==> config.mk <==
export PLATFORM = sky130hd
export DESIGN_NAME = mode_port_mux
export DESIGN_NICKNAME = d
export VERILOG_FILES = /design/src/source/mpmem_pkg.sv /design/src/source/mode_port_mux.sv
export VERILOG_INCLUDE_DIRS = /design/src /design/src/include
export SDC_FILE = /design/constraint.sdc
export NUM_CORES = 1
export LEC_CHECK = 0
export ABC_AREA = 0
export BUFFER_PORTS_ARGS = -buffer_cell sky130_fd_sc_hd__buf_2
export CAP_MARGIN = 15
export CORE_AREA = 10 10 138 140
export DETAILED_ROUTE_END_ITERATION = 8
export DIE_AREA = 0 0 148 150
export GPL_TIMING_DRIVEN = 0
export PLACE_DENSITY = 0.76
export SKIP_LAST_GASP = 1
export SYNTH_ARGS = -nofsm -noshare
export SYNTH_HDL_FRONTEND = slang
export SYNTH_SLANG_ARGS = --single-unit
==> constraint.sdc <==
create_clock -name clk -period 3.1 [get_ports clk]
set_input_delay 0.155 -clock clk [delete_from_list [all_inputs] [get_ports clk]]
set_output_delay 0.155 -clock clk [all_outputs]
set_load 0.005 [all_outputs]
==> src/include/mpmem_defines.svh <==
// multiport memory sizing macros
// word width, address space, lane counts and pipeline latency

`ifndef MPM_DEFINES_SVH
`define MPM_DEFINES_SVH

// storage geometry
`define MPM_WIDTH         16
`define MPM_NUM_ADDR      128
`define MPM_ADDR_BITS     7

// split mode has 5 partitions of 16 rows
`define MPM_LANES         5
`define MPM_ROW_BITS      4

// two read lanes per partition
`define MPM_RD_LANES      10
`define MPM_SHARED_READS  4

// mux, core and demux stages
`define MPM_LATENCY       3

`endif

==> src/source/mpmem_pkg.sv <==
// multiport memory types
// data word, full address, partition row and operating mode

`include "mpmem_defines.svh"

package mpmem_pkg;

  // one stored word
  typedef logic [`MPM_WIDTH-1:0] word_t;

  // address over the whole 128-word store
  typedef logic [`MPM_ADDR_BITS-1:0] addr_t;

  // row inside one 16-row partition
  typedef logic [`MPM_ROW_BITS-1:0] row_t;

  // shared: 4 reads + 1 write over one space
  // split: 5 partitions, each 1 read + 1 read-or-write
  typedef enum logic {
    MODE_SHARED = 1'b0,
    MODE_SPLIT  = 1'b1
  } mode_t;

endpackage

==> src/source/mode_port_mux.sv <==
// input side of the multiport memory
// registers mode and commands, then maps the ports onto core lanes

`timescale 1ns/1ps

`include "mpmem_defines.svh"

module mode_port_mux (
  input  logic                                   clk,
  input  logic                                   rst,
  input  logic                                   mode_sel,
  input  logic                                   ready,
  input  logic                                   write,
  input  mpmem_pkg::addr_t                       wr_adr,
  input  mpmem_pkg::word_t                       din,
  input  logic [`MPM_LANES-1:0]                  read,
  input  mpmem_pkg::addr_t [`MPM_LANES-1:0]      rd_adr,
  input  logic [`MPM_LANES-1:0]                  rw_read,
  input  logic [`MPM_LANES-1:0]                  rw_write,
  input  mpmem_pkg::row_t [`MPM_LANES-1:0]       rw_addr,
  input  mpmem_pkg::word_t [`MPM_LANES-1:0]      rw_din,
  output logic [`MPM_LANES-1:0]                  wr_en,
  output mpmem_pkg::addr_t [`MPM_LANES-1:0]      wr_addr,
  output mpmem_pkg::word_t [`MPM_LANES-1:0]      wr_data,
  output logic [`MPM_RD_LANES-1:0]               rd_en,
  output mpmem_pkg::addr_t [`MPM_RD_LANES-1:0]   rd_addr
);
  import mpmem_pkg::*;

  mode_t                     mode_q;
  logic                      write_q;
  logic [`MPM_LANES-1:0]     read_q;
  logic [`MPM_LANES-1:0]     rw_read_q;
  logic [`MPM_LANES-1:0]     rw_write_q;
  addr_t                     wr_adr_q;
  word_t                     din_q;
  addr_t [`MPM_LANES-1:0]    rd_adr_q;
  row_t [`MPM_LANES-1:0]     rw_addr_q;
  word_t [`MPM_LANES-1:0]    rw_din_q;

  // physical address of a row in partition part
  function automatic addr_t part_addr(input int part, input row_t row);
    part_addr = (addr_t'(part) << `MPM_ROW_BITS) | addr_t'(row);
  endfunction

  // strobes are dropped until the clear sweep is done
  always_ff @(posedge clk) begin
    if (rst) begin
      mode_q     <= MODE_SHARED;
      write_q    <= 1'b0;
      read_q     <= '0;
      rw_read_q  <= '0;
      rw_write_q <= '0;
    end else begin
      mode_q     <= mode_t'(mode_sel);
      write_q    <= write & ready;
      read_q     <= read & {`MPM_LANES{ready}};
      rw_read_q  <= rw_read & {`MPM_LANES{ready}};
      rw_write_q <= rw_write & {`MPM_LANES{ready}};
    end
  end

  always_ff @(posedge clk) begin
    wr_adr_q  <= wr_adr;
    din_q     <= din;
    rd_adr_q  <= rd_adr;
    rw_addr_q <= rw_addr;
    rw_din_q  <= rw_din;
  end

  // even read lanes carry read[i], odd lanes carry rw_read[i]
  always_comb begin
    wr_en   = '0;
    wr_addr = '0;
    wr_data = '0;
    rd_en   = '0;
    rd_addr = '0;
    if (mode_q == MODE_SHARED) begin
      wr_en[0]   = write_q;  // single write port on lane 0
      wr_addr[0] = wr_adr_q;
      wr_data[0] = din_q;
      for (int i = 0; i < `MPM_SHARED_READS; i++) begin
        rd_en[2*i]   = read_q[i];
        rd_addr[2*i] = rd_adr_q[i];
      end
    end else begin
      for (int i = 0; i < `MPM_LANES; i++) begin
        wr_en[i]       = rw_write_q[i];
        wr_addr[i]     = part_addr(i, rw_addr_q[i]);
        wr_data[i]     = rw_din_q[i];
        rd_en[2*i]     = read_q[i];
        rd_addr[2*i]   = part_addr(i, rd_adr_q[i][`MPM_ROW_BITS-1:0]);  // low row bits only
        rd_en[2*i+1]   = rw_read_q[i];
        rd_addr[2*i+1] = part_addr(i, rw_addr_q[i]);
      end
    end
  end

endmodule

==> flow_summary.json, run 1 <==
{
  "viasPerCell": 3.99,
  "overflow": 0,
  "crit_chain": "buf_6 > clkbuf_1 > and2_1 > buf_4 > buf_2",
  "die_area_um2": 22200,
  "ys_seq_area_share_pct": 66.8,
  "rsz0062_at_grt": "false",
  "routed_wl_um": 21000,
  "finalHoldViolations": 0,
  "cpPeakStageDelay_ps": 610,
  "fin_util_pct": 58.9,
  "synthArstFlopShare_pct": 0,
  "cts_sinks": 172,
  "required_ps": 2940,
  "clk_pin_slew_ps": 70,
  "fin_total_pwr_mw": 5.17,
  "via_count": 4810,
  "netlist-cell-type-count": 14,
  "track_usage_pct": 18.1,
  "fp.dieW_um": 148,
  "ys_seq_elements": 172,
  "die_y_um": 150,
  "yosysWarningCount": 0,
  "cp.arrival_ps": 1980,
  "holdPathStages": 2,
  "remaining_drc_errors": 0,
  "dp_hpwl_um": 14000,
  "fin_ws_ps": 967,
  "cp_slowest_cell": "dfxtp_1",
  "start_kind": "flip-flop",
  "maxCapViolCount": 0,
  "numPortBuffers": 355,
  "netlist_area_um2": 5160,
  "cp_num_buf_inv": 4,
  "max_freq_mhz": 469,
  "nets": 1149,
  "ant_nets": 0,
  "htreeDepth": 4,
  "avgRoutedWirePerCell_um": 17.4,
  "ctsResizeCount": 0,
  "finalSetupTns_ps": 0,
  "netlist_instances": 407,
  "worstSetupPathType": "flip-flop to output port",
  "cts.root.buffer_cell": "clkbuf_16",
  "antenna_found_initial": 3,
  "setup_viol": 0,
  "globalplace.congestion": 0.831,
  "end_kind": "output port",
  "synth_area_per_cell_um2": 12.7,
  "period_needed_ps": 2130,
  "core_area_um2": 16300,
  "slew_violations": 0,
  "drt_iter0_markers": 137,
  "io_pins": 378,
  "cts_tree": "yes",
  "drive_gt1_share_pct": 49.5,
  "initial_utilization_pct": 31.5,
  "cts.path.max_buffers": 2,
  "grt_pass1_vias": 5461,
  "peakVddDrop_mv": 0.380,
  "total_leakage_power_nw": 5.02,
  "finalCritPeriodShare_pct": 68.8,
  "path_delay_family": "buffers and inverters",
  "synth_edf_count": 0,
  "worstPathMaxFanout": 12,
  "crit_cells": 5,
  "grt_max_degree": 19,
  "grt_pass1_wl_um": 31000,
  "cts_made_buffers": 17,
  "place_ws_ps": 1400,
  "hp-class": "input port to flip-flop",
  "p_per_area_nw_per_um2": 537,
  "first_pass_iters": 4,
  "status": "finished, final reports clean",
  "area_growth_pct": 86.7,
  "ys.flop_type": "dfxtp_1",
  "core.rowCount": 47
}
## cells in the mapped netlist (3+ instances only)
cell      instances  share of area (%)
and3b_1          16                2.7
buf_6             4               0.87
buf_4            66                9.6
clkbuf_2          4               0.39
nor2b_1          12                1.5
and2_1           98                 12
clkbuf_1          4               0.29
buf_2             3               0.29
mux2_2           21                4.6
or2_1             4               0.49
dfxtp_1         172                 67
## what timing repair did
action                     4_1_cts  5_1_grt
buffers inserted                 0        0
hold buffers                   172        0
hold endpoints to repair       172        0
setup endpoints to repair        0        0
## sequential cells by signal, indices dropped and copies added (netlist names)
name,flops
din_q,16
mode_q,1
rd_adr_q,32
read_q,5
rw_addr_q,20
rw_din_q,80
rw_read_q,5
rw_write_q,5
wr_adr_q,7
write_q,1
## cell usage in the layout, fill, tap and decap left out, drive strengths merged, types with 3 or more instances in the layout
master	instances
buf	429
dfxtp	172
dlygate4sd3	172
and2	98
clkbuf	26
mux2	21
conb	19
and3b	16
nor2b	12
inv	8
clkinv	5
or2	4
diode	3
## area by class of cell
type	instances	area [um2]
fill	1238	6720
tap	220	275
sequential	172	3440
buffer	83	619
clock buffer	17	425
clock inverter	15	194
antenna	3	7.51
multi-input combinational	170	1160
timing repair buffer	527	3500
## cells by family after synthesis
group,share of synthesized area [%]
other,0.0727
multiplexers,4.59
buffers and inverters,12.0
flip-flops,66.8
AND/OR/NAND/NOR,16.5
## metal layers
metal / track usage (%) / vias up / wire length (um)
li1: - / 2309 / -
met1: 17.4 / 2212 / 7460
met2: 33.1 / 266 / 10900
met3: 8.88 / 23 / 2260
met4: 6.14 / 0 / 374
met5: 0 / - / 0
## final timing paths
kind | start | to | slack [ps]
hold / removal | ready | rw_write_q[0] | 70
setup / recovery | mode_q | wr_addr[29] | 970
## power by group
group | internal (mW) | switching [mW]
registers | 2.33 | 0.0322
clock network | 1.24 | 0.960
logic | 0.400 | 0.220
total | 3.96 | 1.21
## through the flow
step	area [um2]	hold slack, ps	std cells
after floorplan	5220	183	425
after detailed placement	7280	259	1000
after CTS	9620	36.2	1204
after global routing	9620	56.8	1207
final	9620	65.4	1207
after global placement	7280	257	1000
Note: power is estimated with default switching activity, not from simulation.
==> inputs of run 2 (changes only) <==
--- a/config.mk
+++ b/config.mk
@@ -13,7 +13,7 @@
 export DETAILED_ROUTE_END_ITERATION = 8
 export DIE_AREA = 0 0 148 150
 export GPL_TIMING_DRIVEN = 0
-export PLACE_DENSITY = 0.76
+export PLACE_DENSITY = 0.79
 export SKIP_LAST_GASP = 1
 export SYNTH_ARGS = -nofsm -noshare
 export SYNTH_HDL_FRONTEND = slang
==> constraint.sdc (replaced) <==
create_clock -name clk -period 1.8 [get_ports clk]
set_input_delay 0.09 -clock clk [delete_from_list [all_inputs] [get_ports clk]]
set_output_delay 0.09 -clock clk [all_outputs]
set_load 0.005 [all_outputs]
==> flow_summary.json, run 2 (synthesis gave the netlist of run 1 again) <==
{
  "clk_pin_slew_ps": 70,
  "peakVddDrop_mv": 0.583,
  "fin_total_pwr_mw": 8.75,
  "antenna_found_initial": 3,
  "largest_register_ffs": 80,
  "worstPathMaxFanout": 10,
  "numPortBuffers": 355,
  "overflow": 0,
  "cp_num_buf_inv": 5,
  "area_growth_pct": 86.6,
  "largest_register": "rw_din_q",
  "fin_util_pct": 58.8,
  "nets": 1150,
  "grt_max_degree": 18,
  "routed_wl_um": 21100,
  "cellInternalPower_mw": 6.70,
  "die_y_um": 150,
  "cts_made_buffers": 17,
  "finalCritPeriodShare_pct": 96.2,
  "die_area_um2": 22200,
  "drt_iter0_markers": 86,
  "viasPerCell": 3.99,
  "htreeDepth": 4,
  "cts_sinks": 172,
  "finalHoldViolations": 0,
  "period_needed_ps": 1730,
  "track_usage_pct": 18.2,
  "cpPeakStageDelay_ps": 350,
  "total_leakage_power_nw": 5.02,
  "remaining_drc_errors": 0,
  "crit_top_cell": "buf_6",
  "status": "finished, final reports clean",
  "cts.root.buffer_cell": "clkbuf_16",
  "maxCapViolCount": 0,
  "via_count": 4823,
  "ant_nets": 0,
  "cp.arrival_ps": 1640,
  "required_ps": 1710,
  "io_pins": 378,
  "end_kind": "output port",
  "dp_hpwl_um": 14000,
  "nFillCells": 1245,
  "crit_chain": "buf_6 > buf_12 > buf_6 > and2_1 > buf_4 > buf_2",
  "initial_utilization_pct": 31.5,
  "hold_slack_ps": 20.7,
  "cp_slowest_cell": "dfxtp_4",
  "setup_viol": 0,
  "avgRoutedWirePerCell_um": 17.4,
  "grt_pass1_vias": 5512,
  "path_delay_family": "buffers and inverters",
  "max_freq_mhz": 578,
  "worstSetupPathType": "flip-flop to output port",
  "drive_gt1_share_pct": 49.9,
  "mostFrequentLayoutCells": "buf_2, dlygate4sd3_1, dfxtp_1",
  "pwr-share-comb_pct": 12.3,
  "start_kind": "flip-flop",
  "cts_tree": "yes",
  "core_area_um2": 16300,
  "cts.path.max_buffers": 2,
  "p_per_area_nw_per_um2": 910,
  "grt_pass1_wl_um": 31100,
  "core.rowCount": 47,
  "largestRegisters": "rw_din_q: 80 flops, rd_adr_q: 32 flops, rw_addr_q: 20 flops",
  "clkPwrFrac_pct": 41.3,
  "rsz0062_at_grt": "false",
  "first_pass_iters": 4,
  "finalSetupTns_ps": 0,
  "final_common_cell": "buf_2",
  "seq_power_share_pct": 46.4,
  "swShare_pct": 23.5,
  "globalplace.congestion": 0.836,
  "p_sw_mw": 2.05,
  "slew_violations": 0,
  "fp.dieW_um": 148,
  "hp-class": "input port to flip-flop"
}
-- run 2: what timing repair did --
action / CTS / global route
setup endpoints to repair: 147 / 16
pin swaps: 0 / 0
endpoints found under the hold margin: 172 / 0
hold buffers: 172 / 0
resized for setup: 4 / 6
setup buffers: 1 / 0
-- run 2: area by class of cell --
| class | count | area, um2 | area share [%] |
|---|---|---|---|
| Tap cell | 220 | 275 | 2.86 |
| Sequential cell | 172 | 3450 | 35.8 |
| Multi-Input combinational cell | 170 | 1160 | 12.1 |
| Buffer | 83 | 632 | 6.57 |
| Clock inverter | 14 | 150 | 1.56 |
| Timing Repair Buffer | 528 | 3510 | 36.4 |
| Clock buffer | 18 | 439 | 4.56 |
| Antenna cell | 3 | 7.51 | 0.0780 |
-- run 2: worst paths after layout --
| path | cells past startpoint | from | slack, ps | endpoint |
|---|---|---|---|---|
| max | 6 | mode_q | 70 | wr_addr[21] |
| min | 2 | ready | 20 | rw_read_q[4] |
-- run 2: stage by stage --
step                      instance area, um2  worst slack, ps  std cells
after floorplan                         5220              559        425
after global placement                  7280              161       1000
after detailed placement                7280              155       1000
after CTS                               9600             30.1       1205
after global routing                    9620             7.00       1208
final                                   9620             69.2       1208
-- run 2: power groups by stage --
stage	sequential, mW	clock (mW)	combinational, mW
after floorplan	4.12	0	0.314
after global placement	4.14	0	0.723
after detailed placement	4.14	0	0.739
after CTS	4.05	3.70	1.05
after global routing	4.08	3.85	1.16
final	4.06	3.61	1.08
-- run 2: layer usage --
metal / GRT usage (%) / routed length (um) / vias to the layer above
met1: 17.0 / 7370 / 2220
met4: 8.42 / 599 / 0
li1: - / - / 2312
met3: 8.79 / 2230 / 37
met5: 0 / 0 / -
met2: 32.8 / 10900 / 254
